**config.mk**
```make
export PLATFORM = sky130hd
export DESIGN_NAME = mm_timer
export DESIGN_NICKNAME = d
export VERILOG_FILES = /design/src/mm_bus_pkg.sv /design/src/mm_timer.sv
export SDC_FILE = /design/constraint.sdc
export NUM_CORES = 1
export LEC_CHECK = 0
export ABC_AREA = 0
export BUFFER_PORTS_ARGS = -buffer_cell sky130_fd_sc_hd__buf_4
export CAP_MARGIN = 0
export CORE_AREA = 2 2 89 66
export CTS_BUF_LIST = sky130_fd_sc_hd__clkbuf_16
export DETAILED_ROUTE_END_ITERATION = 8
export DIE_AREA = 0 0 91 68
export PLACE_DENSITY = 0.69
export RECOVER_POWER = 25
export SLEW_MARGIN = 20
export SYNTH_ARGS = -nofsm -noshare
export SYNTH_HDL_FRONTEND = slang
export SYNTH_SLANG_ARGS = --single-unit
```
**constraint.sdc**
```tcl
create_clock -name clk_i -period 2.26 [get_ports clk_i]
set_input_delay 0.339 -clock clk_i [delete_from_list [all_inputs] [get_ports clk_i]]
set_output_delay 0.339 -clock clk_i [all_outputs]
set_load 0.005 [all_outputs]
```
**src/mm_bus_pkg.sv**
```systemverilog
/*
 * Bus-level definitions shared by the RAM wrapper and its testbench.
 * Holds the port widths, the read-data select encoding and the timer
 * interrupt id. Refer to items as mm_bus_pkg::name.
 */

package mm_bus_pkg;

    localparam int unsigned ADDR_WIDTH     = 32;
    localparam int unsigned DATA_WIDTH     = 32;
    localparam int unsigned BE_WIDTH       = 4;
    // low byte-address bits kept for the 4 KiB RAM
    localparam int unsigned RAM_ADDR_WIDTH = 12;

    localparam int unsigned IRQ_ID_WIDTH   = 5;
    localparam logic [IRQ_ID_WIDTH-1:0] TIMER_IRQ_ID = 5'd3;

    // where the response word of a port comes from in its rvalid cycle
    typedef enum logic [1:0] {
        SEL_IDLE,
        SEL_RAM,
        SEL_ZERO
    } rd_sel_e;

endpackage

```
**src/mm_timer.sv**
```systemverilog
/*
 * Countdown timer with its mask and count registers.
 * The decoder strobes writes in, the count runs down on every edge
 * without a register write, and reaching zero raises the interrupt if
 * the timer id is unmasked.
 */

`timescale 1ns/1ps

module mm_timer (
    input  logic                                clk_i,
    input  logic                                rst_ni,

    input  logic                                tmr_we_i,
    input  logic                                tmr_sel_i,
    input  logic [mm_bus_pkg::DATA_WIDTH-1:0]   tmr_wdata_i,

    input  logic                                irq_ack_i,
    input  logic [mm_bus_pkg::IRQ_ID_WIDTH-1:0] irq_id_i,
    output logic                                irq_o
);

    logic [mm_bus_pkg::DATA_WIDTH-1:0] mask_q;
    logic [mm_bus_pkg::DATA_WIDTH-1:0] cnt_q;
    logic                              irq_q;
    logic                              irq_ack;

    assign irq_ack = irq_ack_i && (irq_id_i == mm_bus_pkg::TIMER_IRQ_ID);

    always_ff @(posedge clk_i or negedge rst_ni) begin
        if (!rst_ni) begin
            mask_q <= '0;
            cnt_q  <= '0;
            irq_q  <= 1'b0;
        end else if (tmr_we_i) begin
            // a register write holds off counting for that edge
            if (tmr_sel_i) begin
                cnt_q <= tmr_wdata_i;
            end else begin
                mask_q <= tmr_wdata_i;
            end
        end else begin
            if (cnt_q != '0) begin
                cnt_q <= cnt_q - 1'b1;
            end
            // the step from 1 to 0 sets the flag and the ack below takes priority
            if (cnt_q == 1 && mask_q[mm_bus_pkg::TIMER_IRQ_ID]) begin
                irq_q <= 1'b1;
            end
            if (irq_ack) begin
                irq_q <= 1'b0;
            end
        end
    end

    assign irq_o = irq_q;

endmodule

```
; Word-level counts from Yosys, hierarchy flattened
; Cells that the tools add are included.
[classes]
n_addsub = 1
n_eq_ne = 3
mux = 5
bitwise_logic = 2
n_reduce_logical = 8
[ops]
columns = op, n
row1 = 32-bit 2-to-1 mux, 3
row2 = 32-bit by 1-bit == test with 1-bit output (second input constant), 1
row3 = 32-bit nonzero test, 1
row4 = 32-bit by 1-bit subtractor with 32-bit output (second input constant), 1
row5 = 2-bit AND reduction, 3
row6 = 5-bit by 2-bit == test with 1-bit output (second input constant), 1
row7 = 2-bit nonzero test, 2
row8 = 1-bit logical AND, 2
row9 = 1-bit 2-to-1 mux, 2
row10 = 2-bit by 1-bit != test with 1-bit output (second input constant), 1
row11 = 1-bit NOT, 2
[word_totals]
regBits = 37
inputBits = 42
out_inout_bits = 1
elab_cells = 22

; Depth between registers and ports, before layout
[logic_depth]
depth_word = 4
ltp_mapped = 9

; Worst setup path after synthesis
; OpenSTA, ideal clock, no wires.
[synth_timing]
path_type = flip-flop to flip-flop
start = register cnt_q[0] (netlist name)
end = register cnt_q[7] (netlist name)
arrival_ps = 2306
required_time_ps = 2174
slack_ps = -132
stages_incl_launch_ff = 10
n_path_buf = 1
cell_sequence = dfrtp_1 inv_1 ha_1 nor3b_1 and3_1 clkbuf_1 nand4_1 or2_2 and4_1 nor3_1
[synth_via]
elab_chain_len = 3
word_cells_on_any_way = 6
classes_between = 1 x add/sub / 2 x mux / 3 x reduce/logical
[synth_rtl]
columns = element, line
row1 = from (decl), mm_timer.sv:24  ; logic [mm_bus_pkg::DATA_WIDTH-1:0] cnt_q;
row2 = from (signal assigned), mm_timer.sv:38  ; cnt_q <= tmr_wdata_i;
row3 = from (signal assigned), mm_timer.sv:44  ; cnt_q <= cnt_q - 1'b1;
row4 = 32-bit by 1-bit subtractor with 32-bit output or 32-bit nonzero test (tied branches), "mm_timer.sv:44, mm_timer.sv:43"
row5 = 32-bit 2-to-1 mux or 2-bit nonzero test (tied branches), --
row6 = 32-bit 2-to-1 mux or 2-bit AND reduction (tied branches), --
; Parallel ways exist; a longest one is shown, timed or not. The select of a mux whose other input is x is not followed.
; A chain may end at the register's enable or synchronous reset.

; Final worst setup path
[layout_timing]
start = register cnt_q[2] (netlist name)
end = register cnt_q[29] (netlist name)
; Same word-level chain as after synthesis.

==> reports/metrics.yaml <==
final_layout:
  fillers: 519
  multi_input_area_um2: 1360
  regArea_um2: 852
  layout-drive-gt1-share: 0.297
  diodes: 0
  num-nets-final: 403
  stdcell_count: 435
  syn2layout_area_growth_pct: 37.6
worst_hold_path:
  min_to: "mask_q[3]"
  hp-class: "in2reg"
  hold_depth: 3
  min_from: "tmr_wdata_i[3]"
critical_path:
  end_kind: "flop"
  start_kind: "flop"
  reg2reg_to: "cnt_q[29]"
  regToRegStartpoint: "cnt_q[2]"
  critPathRequiredTime_ps: 2430
  reg2reg_slack_ps: 30
  arrival_ps: 2400
  cp_max_fo: 2
  crit_type: "reg2reg"
  r2r.worst_path.cells: 6
route:
  via_per_inst: 5.80
  drt_iter0_markers: 150
  drc: 0
  drt_pass1_iterations: 4
  wl_mm: 7.06
  wl_per_cell_um: 16.2
  ant_nets: 0
  vias: 2522
yosys:
  synth-edff-count: 0
  synth_xor_area_frac: 0.0116
  synthDistinctLibCells: 52
  synthArstFlopShare: 1.00
  syn-num-nets: 321
  synth_flop_cell: "dfrtp_1"
  synth_area_per_cell_um2: 8.18
  synth_top_family_by_area: "simple AND/OR/NAND/NOR gates"
  yosys.area_share.simple: 0.306
  synth-seq-cells: 34
  synth_fa_ha_area_frac: 0.0110
  syn_area_um2: 2270
  synth_compound_area_frac: 0.231
  seq_area_frac_synth: 0.375
  synth_warnings: 0
  muxShareOfSynthArea: 0.0315
  synthCells: 277
global_routing:
  antenna_found_initial: 0
  gr-usage-all-layers: 0.240
  grt_first_pass_wirelength_mm: 11.4
  grt_max_degree: 35
  grt.overflow.total: 0
  grt_pass1_vias: 2304
die:
  coreArea_um2: 5410
  initial_utilization: 0.419
  io_pins: 43
  rows: 23
  die_y_um: 68
  dieArea_um2: 6190
  dieWidth_um: 91
timing:
  fmax_mhz: 447
  fin_crit_ps: 2230
  hold_ws_ps: 269
  setup_viol: 0
  slew_headroom: -0.276
  tightest_slew_ps: 1910
  finalSetupTns_ps: 0
  finalHoldViolCount: 0
  period_share: 0.989
  fin_ws_ps: 25.0
  skew_ps: 3.71
  grt_setup_unrepaired: "true"
  slew_violations: 35
clock_network:
  clk_latency_ps: 280
  cts_buffers: 5
  cts-root-buf: "clkbuf_16"
  clk_path_buf_depth: 2
  htreeDepth: 2
  cts_tree: "done"
  cts_sinks: 34
  hold_buffers: 0
  clkTransAtPathRegs_ps: 50
place:
  place_ws_ps: 21.9
  io_buffers: 42
  placed_cells: 426
  place.detailed.hpwl_mm: 5.24
  gp_congestion: 0.955
run:
  cap_violations: 1
power:
  peakVddDrop_v: 0.000334
  seqPwrFrac: 0.415
  p_sw_frac: 0.306
  power_density_nw_per_um2: 606
  p_clk_frac: 0.348
  power.leakage_nw: 1.32
  p_switching_w: 0.000578
  pwr-share-comb: 0.237
  p_int_w: 0.00131
outcome:
  violations: "capacitance limit, slew limit"
  status: "complete, but fails checks"
## metal layers
layer	GRT usage	up-vias	wire length, um	share of wire
met5	0	-	0	0
met4	0.0890	0	80	0.011
met3	0.0474	7	557	0.079
met2	0.362	107	3010	0.43
met1	0.343	1181	3410	0.48
li1	-	1227	-	-
## cells in the final DEF, fill, tap and decap left out, types with 2 or more instances in the layout
master     instances
nor3_1            13
nor2b_1            2
a21oi_1           23
a32oi_1            2
or4_4              2
or3_1              2
nand4_1            5
o21ai_0           22
nand3_1            7
a31oi_1            5
buf_4             86
o22ai_1            2
inv_1              6
clkbuf_16          5
xnor2_1            2
nor4_1            11
nand2_1           32
a311oi_1           5
or4_1              3
o211ai_1           3
nor2_1            33
ha_1               2
a22oi_1            2
mux2i_1            6
a211oi_1           6
dfrtp_1           33
and3_1             3
or2_2              2
and4_1             2
nor4b_1            2
clkinv_1           2
a21o_1             3
## how the worst max path moves through the flow
stage / startpoint / endpoint / slack [ps] / depth (start not counted)
3_3_place_gp: cnt_q[6] / cnt_q[29] / 50 / 6
6_report: cnt_q[2] / cnt_q[29] / 30 / 6
4_1_cts: cnt_q[6] / cnt_q[29] / 20 / 6
3_5_place_dp: cnt_q[6] / cnt_q[29] / 20 / 6
2_1_floorplan: cnt_q[2] / cnt_q[29] / -60 / 7
5_1_grt: cnt_q[3] / cnt_q[29] / -60 / 6
## cell usage after synthesis (all sizes together) (2+ instances only)
cell type   n  share of area
nand3       7          0.015
a31oi       5          0.014
a32oi       2         0.0077
a21o        3         0.0099
buf         2         0.0066
or2         2         0.0055
nor3b       2         0.0066
a211oi      6          0.020
nor2b       2         0.0055
and4        2         0.0077
o21ai      22          0.049
or4         6          0.024
nor2       33          0.055
nand2      32          0.053
nand4       6          0.019
nor4       12          0.040
and3        3         0.0083
a311oi      6          0.023
nor3       15          0.040
a21oi      23          0.051
or3         3         0.0083
mux2i       6          0.027
dfrtp      34           0.38
ha          2          0.011
o211ai      3         0.0099
a22oi       2         0.0066
xnor2       2         0.0077
clkbuf     10          0.017
inv         5         0.0083
nor4b       3          0.012
o22ai       2         0.0055
## critical path, stage by stage, from the launching register on
cell and delay (ps):
dfrtp_1 380, or4_4 560, nor3_4 210, nand4_2 140, or3_4 390, a21o_1 160
a221o_1 290
## registers in the layout, summed over array words and instances, names as in the netlist
register and count:
cnt_q 32, mask_q 1, irq_o 1
## timing repair
item / in CTS / in global routing
buffers inserted: 0 / 1
resized for setup: 0 / 4
endpoints found under the setup margin: 0 / 6
## cells by family (layout without fill, tap and decap cells)
logic type | Yosys count | after routing
xor gates and xnor gates | 3 | 3
and+or+nand+nor | 130 | 130
buffers and inverters | 18 | 101
DFF | 34 | 34
AOI/OAI and AO/OA | 83 | 83
muxes | 7 | 7
adders and majority gates | 2 | 2
## layout make-up
| type | count | area share |
|---|---|---|
| clock buffer | 5 | 0.0401 |
| clock inverter | 3 | 0.00401 |
| inverter | 6 | 0.00722 |
| multi-input combinational | 225 | 0.437 |
| sequential | 34 | 0.273 |
| tap | 75 | 0.0301 |
| timing repair buffer | 87 | 0.208 |
## metrics by stage
step	area, um^2	utilization	power, W
final	3120	0.576	0.00189
after global routing	3120	0.576	0.00199
after CTS	3100	0.572	0.00189
after detailed placement	2960	0.547	0.00123
after global placement	2960	0.547	0.00122
after floorplan	2270	-	0.00102
## power groups by stage
stage                     Sequential, W  Combinational, W  Clock [W]
after floorplan                0.000788          0.000230          0
after detailed placement       0.000791          0.000441          0
final                          0.000785          0.000447   0.000657
after CTS                      0.000782          0.000444   0.000665
after global routing           0.000796          0.000497   0.000692
after global placement         0.000788          0.000432          0
Power figures use the tool's default switching activity.
