**src/mm_bus_pkg.sv**
```systemverilog
/*
 * Bus-level definitions shared by the RAM wrapper and its testbench.
 * Holds the port widths, the read-data select encoding and the timer
 * interrupt id. Refer to items as mm_bus_pkg::name.
 */

package mm_bus_pkg;

    localparam int unsigned ADDR_WIDTH     = 32;
    localparam int unsigned DATA_WIDTH     = 32;
    localparam int unsigned BE_WIDTH       = 4;
    // low byte-address bits kept for the 4 KiB RAM
    localparam int unsigned RAM_ADDR_WIDTH = 12;

    localparam int unsigned IRQ_ID_WIDTH   = 5;
    localparam logic [IRQ_ID_WIDTH-1:0] TIMER_IRQ_ID = 5'd3;

    // where the response word of a port comes from in its rvalid cycle
    typedef enum logic [1:0] {
        SEL_IDLE,
        SEL_RAM,
        SEL_ZERO
    } rd_sel_e;

endpackage

```
**src/mm_map_pkg.sv**
```systemverilog
/*
 * Address map of the RAM wrapper.
 * Window bases and lengths for the RAM, stdout and timer, plus the
 * timer register offsets. Anything outside these windows is unmapped.
 */

package mm_map_pkg;

    // RAM is also mirrored at address 0 with the same length
    localparam logic [31:0] SRAM_BASE   = 32'h1C00_0000;
    localparam logic [31:0] SRAM_LEN    = 32'd1 << mm_bus_pkg::RAM_ADDR_WIDTH;

    // character output window
    localparam logic [31:0] STDOUT_BASE = 32'h1A10_F000;
    localparam logic [31:0] STDOUT_LEN  = 32'h0000_1000;

    // countdown timer window
    localparam logic [31:0] TIMER_BASE  = 32'h1510_0000;
    localparam logic [31:0] TIMER_LEN   = 32'h0000_1000;

    // byte offsets inside the timer window
    localparam logic [31:0] TIMER_MASK_OFS = 32'h0000_0000;
    localparam logic [31:0] TIMER_CNT_OFS  = 32'h0000_0004;

endpackage

```
**src/mm_ram_if.sv**
```systemverilog
/*
 * Data-side RAM port between the bus decoder and the dual-port RAM.
 * The decoder drives the request through ctrl, the RAM answers through
 * mem. rdata holds the word read at the last read edge.
 */

`timescale 1ns/1ps

interface mm_ram_if;

    logic                                  req;
    logic [mm_bus_pkg::RAM_ADDR_WIDTH-1:0] addr;
    logic                                  we;
    logic [mm_bus_pkg::BE_WIDTH-1:0]       be;
    logic [mm_bus_pkg::DATA_WIDTH-1:0]     wdata;
    logic [mm_bus_pkg::DATA_WIDTH-1:0]     rdata;

    modport ctrl (output req, addr, we, be, wdata, input rdata);

    modport mem (input req, addr, we, be, wdata, output rdata);

endinterface

```
**src/mm_bus_decode.sv**
```systemverilog
/*
 * Address decoder and response logic for the fetch and data ports.
 * Grants every request in its own cycle, steers it to the RAM, the
 * stdout register or the timer strobe, and returns rvalid one cycle later
 * with the RAM word or zero.
 */

`timescale 1ns/1ps

module mm_bus_decode (
    input  logic                              clk_i,
    input  logic                              rst_ni,

    input  logic                              instr_req_i,
    input  logic [mm_bus_pkg::ADDR_WIDTH-1:0] instr_addr_i,
    output logic                              instr_gnt_o,
    output logic                              instr_rvalid_o,
    output logic [mm_bus_pkg::DATA_WIDTH-1:0] instr_rdata_o,

    input  logic                              data_req_i,
    input  logic [mm_bus_pkg::ADDR_WIDTH-1:0] data_addr_i,
    input  logic                              data_we_i,
    input  logic [mm_bus_pkg::BE_WIDTH-1:0]   data_be_i,
    input  logic [mm_bus_pkg::DATA_WIDTH-1:0] data_wdata_i,
    output logic                              data_gnt_o,
    output logic                              data_rvalid_o,
    output logic [mm_bus_pkg::DATA_WIDTH-1:0] data_rdata_o,

    output logic                                  ram_fetch_req_o,
    output logic [mm_bus_pkg::RAM_ADDR_WIDTH-1:0] ram_fetch_addr_o,
    input  logic [mm_bus_pkg::DATA_WIDTH-1:0]     ram_fetch_rdata_i,
    mm_ram_if.ctrl                                ram,

    output logic                              stdout_valid_o,
    output logic [mm_bus_pkg::DATA_WIDTH-1:0] stdout_data_o,

    output logic                              tmr_we_o,
    output logic                              tmr_sel_o,
    output logic [mm_bus_pkg::DATA_WIDTH-1:0] tmr_wdata_o
);

    function automatic logic in_window(input logic [mm_bus_pkg::ADDR_WIDTH-1:0] addr,
                                       input logic [31:0] base,
                                       input logic [31:0] len);
        return (addr >= base) && (addr < base + len);
    endfunction

    // RAM answers at SRAM_BASE and again at 0
    function automatic logic in_sram(input logic [mm_bus_pkg::ADDR_WIDTH-1:0] addr);
        return in_window(addr, mm_map_pkg::SRAM_BASE, mm_map_pkg::SRAM_LEN) ||
               in_window(addr, 32'h0, mm_map_pkg::SRAM_LEN);
    endfunction

    logic                              instr_in_ram;
    logic                              data_in_ram;
    logic                              data_in_stdout;
    logic                              data_in_timer;
    logic [31:0]                       tmr_ofs;
    logic                              instr_rvalid_q;
    logic                              data_rvalid_q;
    logic                              stdout_valid_q;
    logic [mm_bus_pkg::DATA_WIDTH-1:0] stdout_data_q;
    mm_bus_pkg::rd_sel_e               instr_sel_d, instr_sel_q;
    mm_bus_pkg::rd_sel_e               data_sel_d, data_sel_q;

    assign instr_in_ram   = in_sram(instr_addr_i);
    assign data_in_ram    = in_sram(data_addr_i);
    assign data_in_stdout = in_window(data_addr_i, mm_map_pkg::STDOUT_BASE,
                                      mm_map_pkg::STDOUT_LEN);
    assign data_in_timer  = in_window(data_addr_i, mm_map_pkg::TIMER_BASE,
                                      mm_map_pkg::TIMER_LEN);
    assign tmr_ofs        = data_addr_i - mm_map_pkg::TIMER_BASE;

    // fetches have their own RAM port so nothing is ever held off
    assign instr_gnt_o = instr_req_i;
    assign data_gnt_o  = data_req_i;

    assign ram_fetch_req_o  = instr_req_i && instr_in_ram;
    // clipping the higher address bits gives the mirror
    assign ram_fetch_addr_o = instr_addr_i[mm_bus_pkg::RAM_ADDR_WIDTH-1:0];

    assign ram.req   = data_req_i && data_in_ram;
    assign ram.addr  = data_addr_i[mm_bus_pkg::RAM_ADDR_WIDTH-1:0];
    assign ram.we    = data_we_i;
    assign ram.be    = data_be_i;
    assign ram.wdata = data_wdata_i;

    // only the two real registers strobe the timer
    assign tmr_we_o    = data_req_i && data_we_i && data_in_timer &&
                         (tmr_ofs == mm_map_pkg::TIMER_MASK_OFS ||
                          tmr_ofs == mm_map_pkg::TIMER_CNT_OFS);
    assign tmr_sel_o   = (tmr_ofs == mm_map_pkg::TIMER_CNT_OFS);
    assign tmr_wdata_o = data_wdata_i;

    always_comb begin
        instr_sel_d = mm_bus_pkg::SEL_IDLE;
        data_sel_d  = mm_bus_pkg::SEL_IDLE;
        if (instr_req_i) begin
            instr_sel_d = instr_in_ram ? mm_bus_pkg::SEL_RAM : mm_bus_pkg::SEL_ZERO;
        end
        // writes and non-RAM reads answer with zero
        if (data_req_i) begin
            data_sel_d = (data_in_ram && !data_we_i) ? mm_bus_pkg::SEL_RAM
                                                     : mm_bus_pkg::SEL_ZERO;
        end
    end

    always_ff @(posedge clk_i or negedge rst_ni) begin
        if (!rst_ni) begin
            instr_rvalid_q <= 1'b0;
            data_rvalid_q  <= 1'b0;
            stdout_valid_q <= 1'b0;
            instr_sel_q    <= mm_bus_pkg::SEL_IDLE;
            data_sel_q     <= mm_bus_pkg::SEL_IDLE;
        end else begin
            instr_rvalid_q <= instr_req_i;
            data_rvalid_q  <= data_req_i;
            stdout_valid_q <= data_req_i && data_we_i && data_in_stdout;
            instr_sel_q    <= instr_sel_d;
            data_sel_q     <= data_sel_d;
        end
    end

    // the character word is only meaningful while stdout_valid_o is high
    always_ff @(posedge clk_i) begin
        if (data_req_i && data_we_i && data_in_stdout) begin
            stdout_data_q <= data_wdata_i;
        end
    end

    assign instr_rvalid_o = instr_rvalid_q;
    assign data_rvalid_o  = data_rvalid_q;
    assign stdout_valid_o = stdout_valid_q;
    assign stdout_data_o  = stdout_data_q;

    assign instr_rdata_o = (instr_sel_q == mm_bus_pkg::SEL_RAM) ? ram_fetch_rdata_i : '0;
    assign data_rdata_o  = (data_sel_q == mm_bus_pkg::SEL_RAM) ? ram.rdata : '0;

endmodule

```
**src/flat_wrapper.sv**
```systemverilog
// flat-port wrapper written by rule: the top's interface ports become plain ports
module mm_bus_decode_flat 
  (clk_i, rst_ni, instr_req_i, instr_addr_i, instr_gnt_o, instr_rvalid_o, instr_rdata_o, data_req_i, data_addr_i, data_we_i, data_be_i, data_wdata_i, data_gnt_o, data_rvalid_o, data_rdata_o, ram_fetch_req_o, ram_fetch_addr_o, ram_fetch_rdata_i, stdout_valid_o, stdout_data_o, tmr_we_o, tmr_sel_o, tmr_wdata_o, ram_req, ram_addr, ram_we, ram_be, ram_wdata, ram_rdata);
  mm_ram_if ram_i ();
  input  logic clk_i;
  input  logic rst_ni;
  input  logic instr_req_i;
  input  logic [mm_bus_pkg::ADDR_WIDTH-1:0] instr_addr_i;
  output logic instr_gnt_o;
  output logic instr_rvalid_o;
  output logic [mm_bus_pkg::DATA_WIDTH-1:0] instr_rdata_o;
  input  logic data_req_i;
  input  logic [mm_bus_pkg::ADDR_WIDTH-1:0] data_addr_i;
  input  logic data_we_i;
  input  logic [mm_bus_pkg::BE_WIDTH-1:0] data_be_i;
  input  logic [mm_bus_pkg::DATA_WIDTH-1:0] data_wdata_i;
  output logic data_gnt_o;
  output logic data_rvalid_o;
  output logic [mm_bus_pkg::DATA_WIDTH-1:0] data_rdata_o;
  output logic ram_fetch_req_o;
  output logic [mm_bus_pkg::RAM_ADDR_WIDTH-1:0] ram_fetch_addr_o;
  input  logic [mm_bus_pkg::DATA_WIDTH-1:0] ram_fetch_rdata_i;
  output logic stdout_valid_o;
  output logic [mm_bus_pkg::DATA_WIDTH-1:0] stdout_data_o;
  output logic tmr_we_o;
  output logic tmr_sel_o;
  output logic [mm_bus_pkg::DATA_WIDTH-1:0] tmr_wdata_o;
  output wire logic [$bits(ram_i.req)-1:0] ram_req;
  output wire logic [$bits(ram_i.addr)-1:0] ram_addr;
  output wire logic [$bits(ram_i.we)-1:0] ram_we;
  output wire logic [$bits(ram_i.be)-1:0] ram_be;
  output wire logic [$bits(ram_i.wdata)-1:0] ram_wdata;
  input wire logic [$bits(ram_i.rdata)-1:0] ram_rdata;
  assign ram_req = ram_i.req;
  assign ram_addr = ram_i.addr;
  assign ram_we = ram_i.we;
  assign ram_be = ram_i.be;
  assign ram_wdata = ram_i.wdata;
  assign ram_i.rdata = ram_rdata;
  mm_bus_decode u_core (.clk_i(clk_i), .rst_ni(rst_ni), .instr_req_i(instr_req_i), .instr_addr_i(instr_addr_i), .instr_gnt_o(instr_gnt_o), .instr_rvalid_o(instr_rvalid_o), .instr_rdata_o(instr_rdata_o), .data_req_i(data_req_i), .data_addr_i(data_addr_i), .data_we_i(data_we_i), .data_be_i(data_be_i), .data_wdata_i(data_wdata_i), .data_gnt_o(data_gnt_o), .data_rvalid_o(data_rvalid_o), .data_rdata_o(data_rdata_o), .ram_fetch_req_o(ram_fetch_req_o), .ram_fetch_addr_o(ram_fetch_addr_o), .ram_fetch_rdata_i(ram_fetch_rdata_i), .ram(ram_i), .stdout_valid_o(stdout_valid_o), .stdout_data_o(stdout_data_o), .tmr_we_o(tmr_we_o), .tmr_sel_o(tmr_sel_o), .tmr_wdata_o(tmr_wdata_o));
endmodule
```
**config.mk**
```make
export PLATFORM = sky130hd
export DESIGN_NAME = mm_bus_decode_flat
export DESIGN_NICKNAME = d
export VERILOG_FILES = /design/src/mm_bus_pkg.sv /design/src/mm_map_pkg.sv /design/src/mm_ram_if.sv /design/src/mm_bus_decode.sv /design/src/flat_wrapper.sv
export SDC_FILE = /design/constraint.sdc
export NUM_CORES = 1
export LEC_CHECK = 0
export BUFFER_PORTS_ARGS = -buffer_cell sky130_fd_sc_hd__buf_2
export CAP_MARGIN = 40
export CORE_AREA = 2 2 142 144
export CTS_CLUSTER_SIZE = 16
export DETAILED_ROUTE_END_ITERATION = 8
export DIE_AREA = 0 0 144 146
export PLACE_DENSITY_LB_ADDON = 0.1
export SYNTH_ARGS = -nofsm -noshare
export SYNTH_HDL_FRONTEND = slang
export SYNTH_SLANG_ARGS = --single-unit
```
**constraint.sdc**
```tcl
create_clock -name clk_i -period 1.2 [get_ports clk_i]
set_input_delay 0.06 -clock clk_i [delete_from_list [all_inputs] [get_ports clk_i]]
set_output_delay 0.06 -clock clk_i [all_outputs]
set_load 0.02 [all_outputs]
```
# Word-level counts from Yosys, hierarchy flattened
# Index checks and enable logic that the tools add are counted.
totals:
  register_bits: 39
  latch_bits: 0
  mem_bits_rw: 0
  romBits: 0
  out_inout_bits: 198
  wordCells: 46
  n_memories: 0
op_classes:
  add_sub_neg: 1
  n_mul: 0
  n_div: 0
  magnitude_cmp: 12
  eq_ne: 3
  shifts: 0
  n_mux: 6
  bitwise_logic: 0
  reduce_logical: 18
ops:
  columns: ["cell", "n"]
  rows:
  - ["32-bit by 29-bit >= comparator with 1-bit output, second input constant", 4]
  - ["32-bit by 29-bit < comparator with 1-bit output, second input constant", 4]
  - ["32-bit by 1-bit >= comparator with 1-bit output, second input constant", 2]
  - ["32-bit by 13-bit < comparator with 1-bit output, second input constant", 2]
  - ["32-bit 2-to-1 mux", 2]
  - ["32-bit by 3-bit == test with 1-bit output, second input constant", 1]
  - ["32-bit zero test", 1]
  - ["32-bit by 29-bit subtractor with 32-bit output, second input constant", 1]
  - ["1-bit logical AND", 13]
  - ["2-bit 2-to-1 mux", 4]
  - ["2-bit by 1-bit == test with 1-bit output, second input constant", 2]
  - ["1-bit logical OR", 3]
  - ["1-bit zero test", 1]

# Depth between registers and ports, before layout
# Gate-level depths: netlist (run 1).
depth:
  ltp_word: 6
  depth_mapped: 4
  depth_no_buf: 4

# Least setup slack after synthesis (run 1)
# OpenSTA, ideal clock, no wires.
synth_path:
  kind: "in2reg"
  start: "in data_addr_i[17] (netlist name)"
  end: "reg u_core.stdout_data_q, in the netlist u_core.stdout_data_o[0], enable pin"
  setup_time_ns: 0.463
  arrival_ns: 3.285
  required_ns: 0.737
  path_slack_ns: -2.548
  cell_stages: 4
  n_path_buf: 0
  cell_sequence: "or4_4 > nor4_2 > nand4b_1 > nor3_1"
synth_between:
  elab_chain_len: 3
synth_rtl:
  columns: ["element", "line_no", "source"]
  rows:
  - ["start, declared", "flat_wrapper.sv:13", "input logic [mm_bus_pkg::ADDR_WIDTH-1:0] data_addr_i;"]
  - ["32-bit by 29-bit >= comparator with 1-bit output / 32-bit by 29-bit < comparator with 1-bit output (equally long branches)", "mm_bus_decode.sv:45", "return (addr >= base) && (addr < base + len);"]
  - ["1-bit logical AND *", "mm_bus_decode.sv:45", null]
  - ["1-bit logical AND *", "mm_bus_decode.sv:126", "if (data_req_i && data_we_i && data_in_stdout) begin"]
  - ["end signal, assigned", "mm_bus_decode.sv:127", "stdout_data_q <= data_wdata_i;"]
  - ["end, declared", "mm_bus_decode.sv:62", "logic [mm_bus_pkg::DATA_WIDTH-1:0] stdout_data_q;"]
# Every way passes the cells marked *; elsewhere a longest branch is shown, timed or not.
# A chain may end at the register's enable or synchronous reset.

# Worst setup path after layout (run 1)
layout_path:
  start: "in data_addr_i[21] (netlist name)"
  end: "out tmr_sel_o"
layout_between:
  elab_chain_len: 2
layout_rtl:
  columns: ["element", "line_no", "source"]
  rows:
  - ["32-bit by 29-bit subtractor with 32-bit output", "mm_bus_decode.sv:72", "assign tmr_ofs = data_addr_i - mm_map_pkg::TIMER_BASE;"]
  - ["32-bit by 3-bit == test with 1-bit output", "mm_bus_decode.sv:92", "assign tmr_sel_o = (tmr_ofs == mm_map_pkg::TIMER_CNT_OFS);"]
  - ["end, declared", "flat_wrapper.sv:26", "output logic tmr_sel_o;"]
# No other way between the ends.

==> results of run 1 <==
## cells by family after synthesis
kind of cell / Yosys count
AO/OA/AOI/OAI: 5
XOR/XNOR: 1
buffers and inverters: 102
flip-flops: 39
multiplexers: 1
AND/OR/NAND/NOR: 107
## what timing repair did
action / in CTS / in global routing
gates cloned: 5 / 0
setup buffers: 8 / 2
endpoints found under the setup margin: 103 / 103
endpoints found under the hold margin: 37 / 0
pin swaps: 51 / 8
hold buffers: 31 / 0
resized for setup: 213 / 7
## through the flow
step	instances	setup TNS [ns]	instance area (um^2)	util (%)	total power, mW
6_report	829	-27.24	5475	28.32	3.638
5_1_grt	826	-36.22	5468	28.28	3.825
4_1_cts	826	-31.50	5479	28.34	3.713
3_5_place_dp	774	-28.42	4151	21.47	2.233
3_3_place_gp	774	-27.08	4151	21.47	2.234
2_1_floorplan	255	-33.23	2686	-	2.025
## layout make-up
type	instances	area share (%)
repair buffers	398	51.44
flip-flops and latches	39	20.75
multi-input cells	114	18.92
well taps	265	6.056
clock buffers	6	2.354
clock inverters	2	0.2285
diodes	4	0.1828
inverters	1	0.06856
## worst max path at each step
stage	cells after the start	to	slack, ns	from
2_1_floorplan	4	u_core.stdout_data_o[0]	-0.98	data_addr_i[17]
3_3_place_gp	6	u_core.stdout_data_o[0]	-0.74	data_addr_i[17]
3_5_place_dp	6	u_core.stdout_data_o[27]	-0.77	data_addr_i[17]
4_1_cts	6	tmr_sel_o	-0.52	data_addr_i[21]
5_1_grt	7	u_core.stdout_data_o[5]	-0.61	data_addr_i[17]
6_report	6	tmr_sel_o	-0.49	data_addr_i[21]
## power groups by stage
stage / sequential (mW) / combinational [mW] / clock (mW)
5_1_grt: 1.47 / 0.899 / 1.45
6_report: 1.48 / 0.833 / 1.33
3_5_place_dp: 1.50 / 0.731 / 0
3_3_place_gp: 1.50 / 0.732 / 0
4_1_cts: 1.47 / 0.837 / 1.40
2_1_floorplan: 1.51 / 0.518 / 0
## per-layer routing
metal | up-vias | global-route usage (%)
met1 | 1333 | 10.93
met3 | 29 | 4.475
li1 | 1377 | -
met2 | 181 | 21.67
met5 | - | 0
met4 | 2 | 3.873
## flip-flops by register name, indices dropped and copies added, names as in the netlist
register,count
u_core.instr_rvalid_o,1
u_core.stdout_valid_o,1
u_core.stdout_data_o,32
u_core.data_sel_q,2
u_core.instr_sel_q,2
u_core.data_rvalid_o,1
## cells in the final DEF, fill, tap and decap left out, types with 5 or more instances in the layout
| cell | n |
|---|---|
| sky130_fd_sc_hd__buf_12 | 5 |
| sky130_fd_sc_hd__dlygate4sd3_1 | 31 |
| sky130_fd_sc_hd__and2_4 | 59 |
| sky130_fd_sc_hd__edfxtp_1 | 32 |
| sky130_fd_sc_hd__clkbuf_16 | 5 |
| sky130_fd_sc_hd__buf_2 | 263 |
| sky130_fd_sc_hd__buf_6 | 71 |
| sky130_fd_sc_hd__dfrtp_1 | 7 |
| sky130_fd_sc_hd__and2_1 | 7 |
| sky130_fd_sc_hd__buf_4 | 24 |
==> summary.txt, run 1 <==
Hold path
  • End point of the worst hold path: u_core.stdout_data_o[23]
  • Startpoint of the tightest hold check path: data_wdata_i[23]
  • Hold path cells: 1
  • Path class of the lowest-slack min-delay path: in -> reg

Logic synthesis
  • Arithmetic-cell share of the synthesized area counting full adders, half adders and majority gates: 0%
  • Top cells by area in the synthesized netlist: sky130_fd_sc_hd__edfxtp_1 (36%), sky130_fd_sc_hd__buf_4 (27%), sky130_fd_sc_hd__and2_1 (16%), sky130_fd_sc_hd__dfrtp_1 (6.6%), sky130_fd_sc_hd__nor4_1 (1.4%)
  • Leading cell types by count after synthesis: sky130_fd_sc_hd__buf_4 (95), sky130_fd_sc_hd__and2_1 (66), sky130_fd_sc_hd__edfxtp_1 (32)
  • Unique cell type count in the Yosys netlist: 33
  • Share of cell area taken by muxes after synthesis: 0.3774%
  • Post-synthesis sequential element count: 39
  • Dominant combinational cell family by area after synthesis: buffers and inverters
  • Synth area leader: sky130_fd_sc_hd__edfxtp_1
  • Average size of a mapped cell: 10.40 um^2
  • Post-synthesis compound-gate area fraction: 2.311%
  • Top flip-flop cell by instance count after synthesis: sky130_fd_sc_hd__edfxtp_1
  • Post-synthesis async set-or-reset flop share: 17.95%
  • Synth Area in Simple Gates: 26.27%
  • Total of warnings raised by yosys: 0
  • Post-synthesis xor/xnor area fraction: 0.3302%
  • Share of the synthesized area in the top cell type: 36.23%
  • Post-synthesis sequential area ratio: 42.83%
  • Count leader, synth: sky130_fd_sc_hd__buf_4
  • Synthesized area: 2653 um^2
  • Post-synth EDFFs: 32
  • Syn nets: 424
  • Gate count of the mapped netlist: 255

Timing
  • Worst slew slack as a fraction of its limit: 77.65%
  • Smallest hold slack: 0.01259 ns
  • Crit share post-route: 140.7%
  • Maximum clock frequency: 0.5922 GHz
  • Final hold vios: 0
  • Worst-case setup margin in the final layout: -0.4885 ns
  • RSZ-0062 raised after global routing: yes
  • Shortest period the worst path allows: 1.689 ns
  • Final max-slew violation count: 0
  • Tightest Pin Transition: 0.3305 ns
  • Final setup violation count: 103

Worst setup path
  • Slowest stage cell on the critical path: sky130_fd_sc_hd__or4_4
  • Type of destination of the critical path: output pin
  • Cells along the critical path: buf_6, or4_4, a2111oi_4, xnor2_1, nor4b_4, buf_4
  • Family with the most delay on the worst path: simple AND/OR/NAND/NOR gates
  • CP Launch Type: input pin
  • Worst path arrival time: 1.63 ns
  • Critical path buffers and inverters: 2
  • CP peak stage delay: 0.56 ns
  • Worst-path maximum fanout: 2
  • Crit Path Category: in -> out
  • Worst Path Required: 1.14 ns

Placement
  • Number of I/O port buffers: 334
  • Gp weighted congestion: 0.7364
  • DP Worst Slack: -0.7691 ns
  • Dpl hpwl: 10170 um

Detailed routing
  • Drt total wl: 12540 um
  • Vias: 2922
  • First drt pass iteration count: 4
  • DRC violation count after routing: 0
  • Met1 layer wirelength in the final routing: 4178 um
  • Top layer in use: met5
  • Via density: 3.525
  • DR iter-0 viols: 40
  • DR WL met2: 6661 um
  • Metal3 WL: 1398 um
  • Wirelength per Cell: 15.12 um
  • Number of nets still failing antenna checks after routing: 0

Clock tree
  • Clock buffers created by TritonCTS: 5
  • Clock-pin slew on the worst setup and hold paths: 0.06 ns
  • CTS Buffer Depth: 2
  • Root buf cell: sky130_fd_sc_hd__clkbuf_16
  • Clock H-tree levels: 2
  • TritonCTS clock tree: yes
  • CTS sink count: 39

Floorplan
  • Core region area: 19330 um^2
  • Total number of placement rows: 51
  • Initial standard-cell utilization of the core: 13.72%
  • Die width: 144 um
  • Die Y-Extent: 146 um
  • Overall die area: 21020 um^2
  • Number of primary I/O pins: 367

Power and ir drop
  • Pwr per Cell Area: 664.4 nW/um^2
  • Part of the total power dissipated in sequential elements: 40.5%
  • VDD IR-drop max: 430.1 uV
  • Switching share of power: 27.25%
  • Internal power: 2.647 mW
  • Leak: 2.657 nW
  • Net switching power: 0.9913 mW
  • Portion of total power attributed to the clock network: 36.5%
  • Logic pwr share: 22.9%

Layout
  • Fill cell instance count of the final layout: 2059
  • Area growth syn-to-layout: 106.4%
  • Share of layout cells above drive strength 1: 81.07%
  • Net count of the finished layout: 728
  • Sequential cell area: 1136 um^2
  • Total area of multi-input combinational cells: 1036 um^2

GRT
  • Wire length of the first global-routing pass: 18000 um
  • Maximum number of pins on one net before global-route repair: 34
  • GRT overflow: 0
  • Overall Global Routing Usage: 11.37%
  • Number of global-route vias before repair: 3167
  • Initial antenna violation count: 8

Job
  • Max Cap Viol: 0

Status
  • Run status: complete, but fails checks
  • Violations in the final reports: negative setup slack
Power figures use the tool's default switching activity.
==> run 2: changes to the inputs <==
Clock period 1.2 ns to 1.9 ns, I/O delays scaled along.
==> summary.txt, run 2 (synthesized netlist as in run 1, its figures left out) <==
Status
  • Run status: finished clean (was complete, but fails checks)

GRT
  • Wire length of the first global-routing pass: 13840 um (was 18000 um)
  • Overall Global Routing Usage: 8.780% (was 11.37%)
  • GRT overflow: 0 (unchanged)
  • Initial antenna violation count: 0 (was 8)
  • Maximum number of pins on one net before global-route repair: 34 (unchanged)
  • Number of global-route vias before repair: 2604 (was 3167)

Layout
  • Max reg flops: 32 (unchanged)
  • Commonest non-fill, non-tap cell in the layout: sky130_fd_sc_hd__buf_2 (unchanged)
  • Finished Core Util: 22.56% (was 28.32%)
  • Net count of the finished layout: 690 (was 728)
  • Area growth syn-to-layout: 64.43% (was 106.4%)
  • Number of inserted diodes: 0 (was 4)
  • Commonest cells after routing, fill and taps aside: sky130_fd_sc_hd__buf_2 (334), sky130_fd_sc_hd__and2_1 (66), sky130_fd_sc_hd__edfxtp_1 (32) (was sky130_fd_sc_hd__buf_2 (263), sky130_fd_sc_hd__buf_6 (71), sky130_fd_sc_hd__and2_4 (59))
  • Share of layout cells above drive strength 1: 68.71% (was 81.07%)

Worst setup path
  • Type of destination of the critical path: output pin (unchanged)
  • Crit Path Category: in -> out (unchanged)
  • CP Launch Type: input pin (unchanged)
  • CP peak stage delay: 0.58 ns (was 0.56 ns)
  • Worst path arrival time: 1.70 ns (was 1.63 ns)
  • Cells along the critical path: buf_2, or4_4, a2111oi_4, xnor2_1, nor4b_4, buf_2 (was buf_6, or4_4, a2111oi_4, xnor2_1, nor4b_4, buf_4)
  • Worst-path maximum fanout: 3 (was 2)
  • Slowest stage cell on the critical path: sky130_fd_sc_hd__or4_4 (unchanged)
  • Most Frequent Cell on Critical Path: sky130_fd_sc_hd__buf_2
  • Worst Path Required: 1.80 ns (was 1.14 ns)

Clock tree
  • Clock-pin slew on the worst setup and hold paths: 0.06 ns (about the same)
  • TritonCTS clock tree: yes (unchanged)
  • Root buf cell: sky130_fd_sc_hd__clkbuf_16 (unchanged)
  • CTS sink count: 39 (unchanged)
  • Clock buffers created by TritonCTS: 5 (unchanged)
  • Post-cts resize count: 0 (was 213)
  • Clock H-tree levels: 2 (unchanged)
  • CTS Buffer Depth: 2 (unchanged)

Timing
  • Maximum clock frequency: 0.5571 GHz
  • Shortest period the worst path allows: 1.795 ns
  • Worst slew slack as a fraction of its limit: 74.82% (was 77.65%)
  • Tightest Pin Transition: 0.3743 ns (was 0.3305 ns)
  • Crit share post-route: 94.47%
  • Worst-case setup margin in the final layout: 0.1050 ns (was -0.4885 ns)
  • RSZ-0062 raised after global routing: no (was yes)
  • Final hold vios: 0 (unchanged)
  • Final max-slew violation count: 0 (unchanged)
  • Final setup violation count: 0 (was 103)

Placement
  • Gp weighted congestion: 0.7637 (was 0.7364)
  • Dpl hpwl: 8816 um (was 10170 um)
  • Number of I/O port buffers: 334 (unchanged)
  • DP Worst Slack: -0.02885 ns (was -0.7691 ns)

Floorplan
  • Core region area: 19330 um^2 (unchanged)
  • Number of primary I/O pins: 367 (unchanged)
  • Initial standard-cell utilization of the core: 13.72% (unchanged)
  • Die Y-Extent: 146 um (unchanged)
  • Overall die area: 21020 um^2 (unchanged)
  • Total number of placement rows: 51 (unchanged)
  • Die width: 144 um (unchanged)

Job
  • Max Cap Viol: 0 (unchanged)

Hold path
  • Hold path cells: 1 (unchanged)
  • Path class of the lowest-slack min-delay path: in -> reg (unchanged)

Detailed routing
  • Via density: 3.370 (was 3.525)
  • First drt pass iteration count: 4 (unchanged)
  • DRC violation count after routing: 0 (unchanged)
  • DR iter-0 viols: 41 (was 40)
  • Drt total wl: 10180 um (was 12540 um)
  • Number of nets still failing antenna checks after routing: 0 (unchanged)
  • Vias: 2649 (was 2922)
  • Wirelength per Cell: 12.96 um (was 15.12 um)

Power and ir drop
  • VDD IR-drop max: 306.2 uV (was 430.1 uV)
  • Total power consumption of the routed design: 2.345 mW (was 3.638 mW)
  • Leak: 2.311 nW (was 2.657 nW)
  • Pwr per Cell Area: 537.5 nW/um^2 (was 664.4 nW/um^2)
## run 2: cell count changes in the layout (fill, tap and decap cells not counted), sizes merged
cell,previous run,this run
clkinv,1,0
clkbuf,6,5
bufinv,0,1
diode,4,0
dlygate4sd3,31,19
buf,367,341
## run 2: path summary, 6_finish.rpt
path	end	slack [ns]	startpoint
worst max-delay path	tmr_sel_o	0.10	data_addr_i[21]
worst min-delay path	u_core.stdout_data_o[29]	0.01	data_wdata_i[29]
max in group asynchronous	u_core.instr_rvalid_o	1.54	rst_ni
min in group asynchronous	u_core.data_sel_q[1]	0.20	rst_ni
## run 2: layer usage
metal  global-route usage [%]  part of all wire (%)  up-vias
met5                        0                     0        -
met4                    3.088                   1.8        0
met3                    2.534                   9.7       14
met2                    17.98                    56      167
met1                    7.902                    33     1178
li1                         -                     -     1290
## run 2: worst max-delay path, delay by kind of cell
family / cells / cell delay [ns]
compound gates: 1 / 0.32
xor+xnor: 1 / 0.16
simple gates: 2 / 0.80
buf+inv: 2 / 0.33
## run 2: layout make-up
class	instances	area (um^2)
Timing Repair Buffer	360	1927
Sequential cell	39	1136
Clock buffer	5	125.1
Tap cell	265	331.6
Multi-Input combinational cell	114	800.8
Inverter	1	3.754
Fill cell	2155	14970
Clock inverter	2	37.54
## run 2: what timing repair did
action | 4_1_cts | 5_1_grt
setup buffers | 0 | 0
hold buffers | 19 | 0
hold endpoints to repair | 25 | 0
## run 2: per-stage QoR
step	setup TNS, ns	cells	hold slack [ns]	instance area (um^2)
5_1_grt	0	786	0.002966	4362
3_5_place_dp	-0.8214	760	-0.04673	4009
6_report	0	786	0.01116	4362
3_3_place_gp	-0.1778	760	-0.04949	4009
4_1_cts	0	786	0.003161	4362
2_1_floorplan	-10.08	255	-0.2006	2676
## run 2: report_power, final
group / leakage [nW] / switching (mW) / total (mW) / internal [mW]
combinational: 1.86 / 0.245 / 0.461 / 0.216
sequential: 0.376 / 0.000981 / 0.931 / 0.930
clock: 0.0759 / 0.341 / 0.953 / 0.612
total: 2.31 / 0.587 / 2.34 / 1.76
==> run 3: changes to the inputs <==
Settings changed: CORE_AREA 2 2 142 144 to 3 3 143 145, DIE_AREA 0 0 144 146 to 0 0 146 148, RECOVER_POWER set to 100.
==> summary.txt, run 3 (synthesized netlist as in run 1, its figures left out) <==
Clock tree
  • Clock H-tree levels: 2 (unchanged)
  • CTS Buffer Depth: 2 (unchanged)
  • Root buf cell: sky130_fd_sc_hd__clkbuf_16 (unchanged)
  • TritonCTS clock tree: yes (unchanged)
  • CTS sink count: 39 (unchanged)
  • Clock-pin slew on the worst setup and hold paths: 0.06 ns (about the same)
  • Clock buffers created by TritonCTS: 5 (unchanged)

Hold path
  • Path class of the lowest-slack min-delay path: in -> reg (unchanged)
  • Hold path cells: 1 (unchanged)
  • End point of the worst hold path: u_core.stdout_data_o[8] (was u_core.stdout_data_o[29])
  • Startpoint of the tightest hold check path: data_wdata_i[8] (was data_wdata_i[29])

Floorplan
  • Initial standard-cell utilization of the core: 13.72% (unchanged)
  • Core region area: 19330 um^2 (unchanged)
  • Number of primary I/O pins: 367 (unchanged)
  • Total number of placement rows: 51 (unchanged)
  • Die Y-Extent: 148 um (was 146 um)
  • Die width: 146 um (was 144 um)
  • Overall die area: 21610 um^2 (was 21020 um^2)

GRT
  • Initial antenna violation count: 0 (unchanged)
  • Wire length of the first global-routing pass: 14340 um (was 13840 um)
  • GRT overflow: 0 (unchanged)
  • Number of global-route vias before repair: 2613 (was 2604)
  • Overall Global Routing Usage: 8.353% (was 8.780%)
  • Maximum number of pins on one net before global-route repair: 34 (unchanged)

Placement
  • Number of I/O port buffers: 334 (unchanged)
  • Dpl hpwl: 8704 um (was 8816 um)
  • DP Worst Slack: -0.05111 ns (was -0.02885 ns)
  • Cell count after placement: 759 (was 760)
  • Gp weighted congestion: 0.7027 (was 0.7637)

Timing
  • Final max-slew violation count: 0 (unchanged)
  • Worst-case setup margin in the final layout: 0.1447 ns (was 0.1050 ns)
  • Final hold vios: 0 (unchanged)
  • Crit share post-route: 92.38% (was 94.47%)
  • Worst slew slack as a fraction of its limit: 68.56% (was 74.82%)
  • Shortest period the worst path allows: 1.755 ns (was 1.795 ns)
  • Smallest hold slack: 0.04105 ns (was 0.01116 ns)
  • Tightest Pin Transition: 0.4715 ns (was 0.3743 ns)
  • RSZ-0062 raised after global routing: no (unchanged)
  • Maximum clock frequency: 0.5697 GHz (was 0.5571 GHz)
  • Final setup violation count: 0 (unchanged)

Detailed routing
  • DRC violation count after routing: 0 (unchanged)
  • Via density: 3.417 (was 3.370)
  • Number of nets still failing antenna checks after routing: 0 (unchanged)
  • Wirelength per Cell: 12.89 um (was 12.96 um)
  • DR iter-0 viols: 53 (was 41)
  • First drt pass iteration count: 4 (unchanged)
  • Vias: 2645 (was 2649)
  • Drt total wl: 9974 um (was 10180 um)

Worst setup path
  • Type of destination of the critical path: output pin (unchanged)
  • Worst-path maximum fanout: 2 (was 3)
  • Crit Path Category: in -> out (unchanged)
  • Worst path arrival time: 1.66 ns (was 1.70 ns)
  • CP Launch Type: input pin (unchanged)
  • Launch point of the worst path: data_addr_i[15] (was data_addr_i[21])
  • Worst Path Required: 1.80 ns (about the same)

Power and ir drop
  • VDD IR-drop max: 285.4 uV (was 306.2 uV)
  • Pwr per Cell Area: 577.2 nW/um^2 (was 537.5 nW/um^2)
  • Leak: 1.616 nW (was 2.311 nW)

Layout
  • Net count of the finished layout: 677 (was 690)
  • Number of inserted diodes: 0 (unchanged)
  • Commonest cells after routing, fill and taps aside: sky130_fd_sc_hd__clkbuf_1 (193), sky130_fd_sc_hd__buf_2 (137), sky130_fd_sc_hd__and2_1 (46) (was sky130_fd_sc_hd__buf_2 (334), sky130_fd_sc_hd__and2_1 (66), sky130_fd_sc_hd__edfxtp_1 (32))
  • Area growth syn-to-layout: 50.42% (was 64.43%)
  • Commonest non-fill, non-tap cell in the layout: sky130_fd_sc_hd__clkbuf_1 (was sky130_fd_sc_hd__buf_2)
  • Final cell count without fillers: 774 (was 786)
  • Fill cell instance count of the final layout: 2246 (was 2155)
  • Share of layout cells above drive strength 1: 32.61% (was 68.71%)
  • Max reg flops: 32 (unchanged)
  • Finished Core Util: 20.64% (was 22.56%)

Status
  • Run status: finished clean (unchanged)

Job
  • Max Cap Viol: 0 (unchanged)
-- run 3: cell types whose count changed in the layout (fill, tap and decap cells not counted), moves of 3 or more --
cell and delta:
sky130_fd_sc_hd__clkbuf_1 +193, sky130_fd_sc_hd__and2_1 -20, sky130_fd_sc_hd__clkbuf_2 +6, sky130_fd_sc_hd__dlygate4sd3_1 -13, sky130_fd_sc_hd__and2_0 +20, sky130_fd_sc_hd__buf_4 -3, sky130_fd_sc_hd__buf_2 -197
-- run 3: worst max path at each step --
stage,to,slack (ns),cells after the start
2_1_floorplan,u_core.stdout_data_o[0],-0.31,4
3_3_place_gp,u_core.stdout_data_o[10],-0.02,6
3_5_place_dp,u_core.stdout_data_o[26],-0.05,6
4_1_cts,tmr_we_o,0.06,7
5_1_grt,tmr_sel_o,0.03,6
6_report,tmr_sel_o,0.14,6
-- run 3: power breakdown --
group	internal (mW)	leakage [nW]	switching (mW)
sequential	0.929	0.376	0.00118
combinational	0.163	1.16	0.249
clock	0.620	0.0818	0.341
total	1.71	1.62	0.591
-- run 3: repair_timing --
action | 4_1_cts | 5_1_grt
setup buffers | 0 | 1
endpoints found under the setup margin | 0 | 1
hold endpoints to repair | 12 | 0
gates resized for setup | 0 | 1
hold buffers | 6 | 0
-- run 3: cell type report --
class,instances,area [um^2],share of cell area [%]
clock inverter,3,42.54,1.066
inverter,1,3.754,0.09407
timing repair buffer,347,1550,38.85
tap,265,331.6,8.310
sequential,39,1136,28.47
clock buffer,5,125.1,3.136
multi-input combinational,114,800.8,20.07
-- run 3: worst max-delay path, stage by stage --
cell and delay (ns):
sky130_fd_sc_hd__buf_2 0.10, sky130_fd_sc_hd__or4_1 0.58, sky130_fd_sc_hd__nor2_1 0.17, sky130_fd_sc_hd__nand4_1 0.20, sky130_fd_sc_hd__nor4b_4 0.29, sky130_fd_sc_hd__clkbuf_2 0.21
-- run 3: routing by layer --
metal / wire (um) / track usage [%] / share of wire (%)
met3: 969 / 2.575 / 9.7
met5: 0 / 0 / 0
met2: 5472 / 16.54 / 55
met4: 266 / 3.198 / 2.7
met1: 3265 / 8.032 / 33
-- run 3: through the flow --
| stage | instance area (um^2) | power (mW) | setup TNS, ns |
|---|---|---|---|
| after floorplan | 2676 | 1.278 | -10.08 |
| after global placement | 4001 | 1.392 | -0.5661 |
| after detailed placement | 4001 | 1.390 | -1.567 |
| after CTS | 4229 | 2.404 | 0 |
| after global routing | 3990 | 2.433 | 0 |
| final | 3990 | 2.303 | 0 |
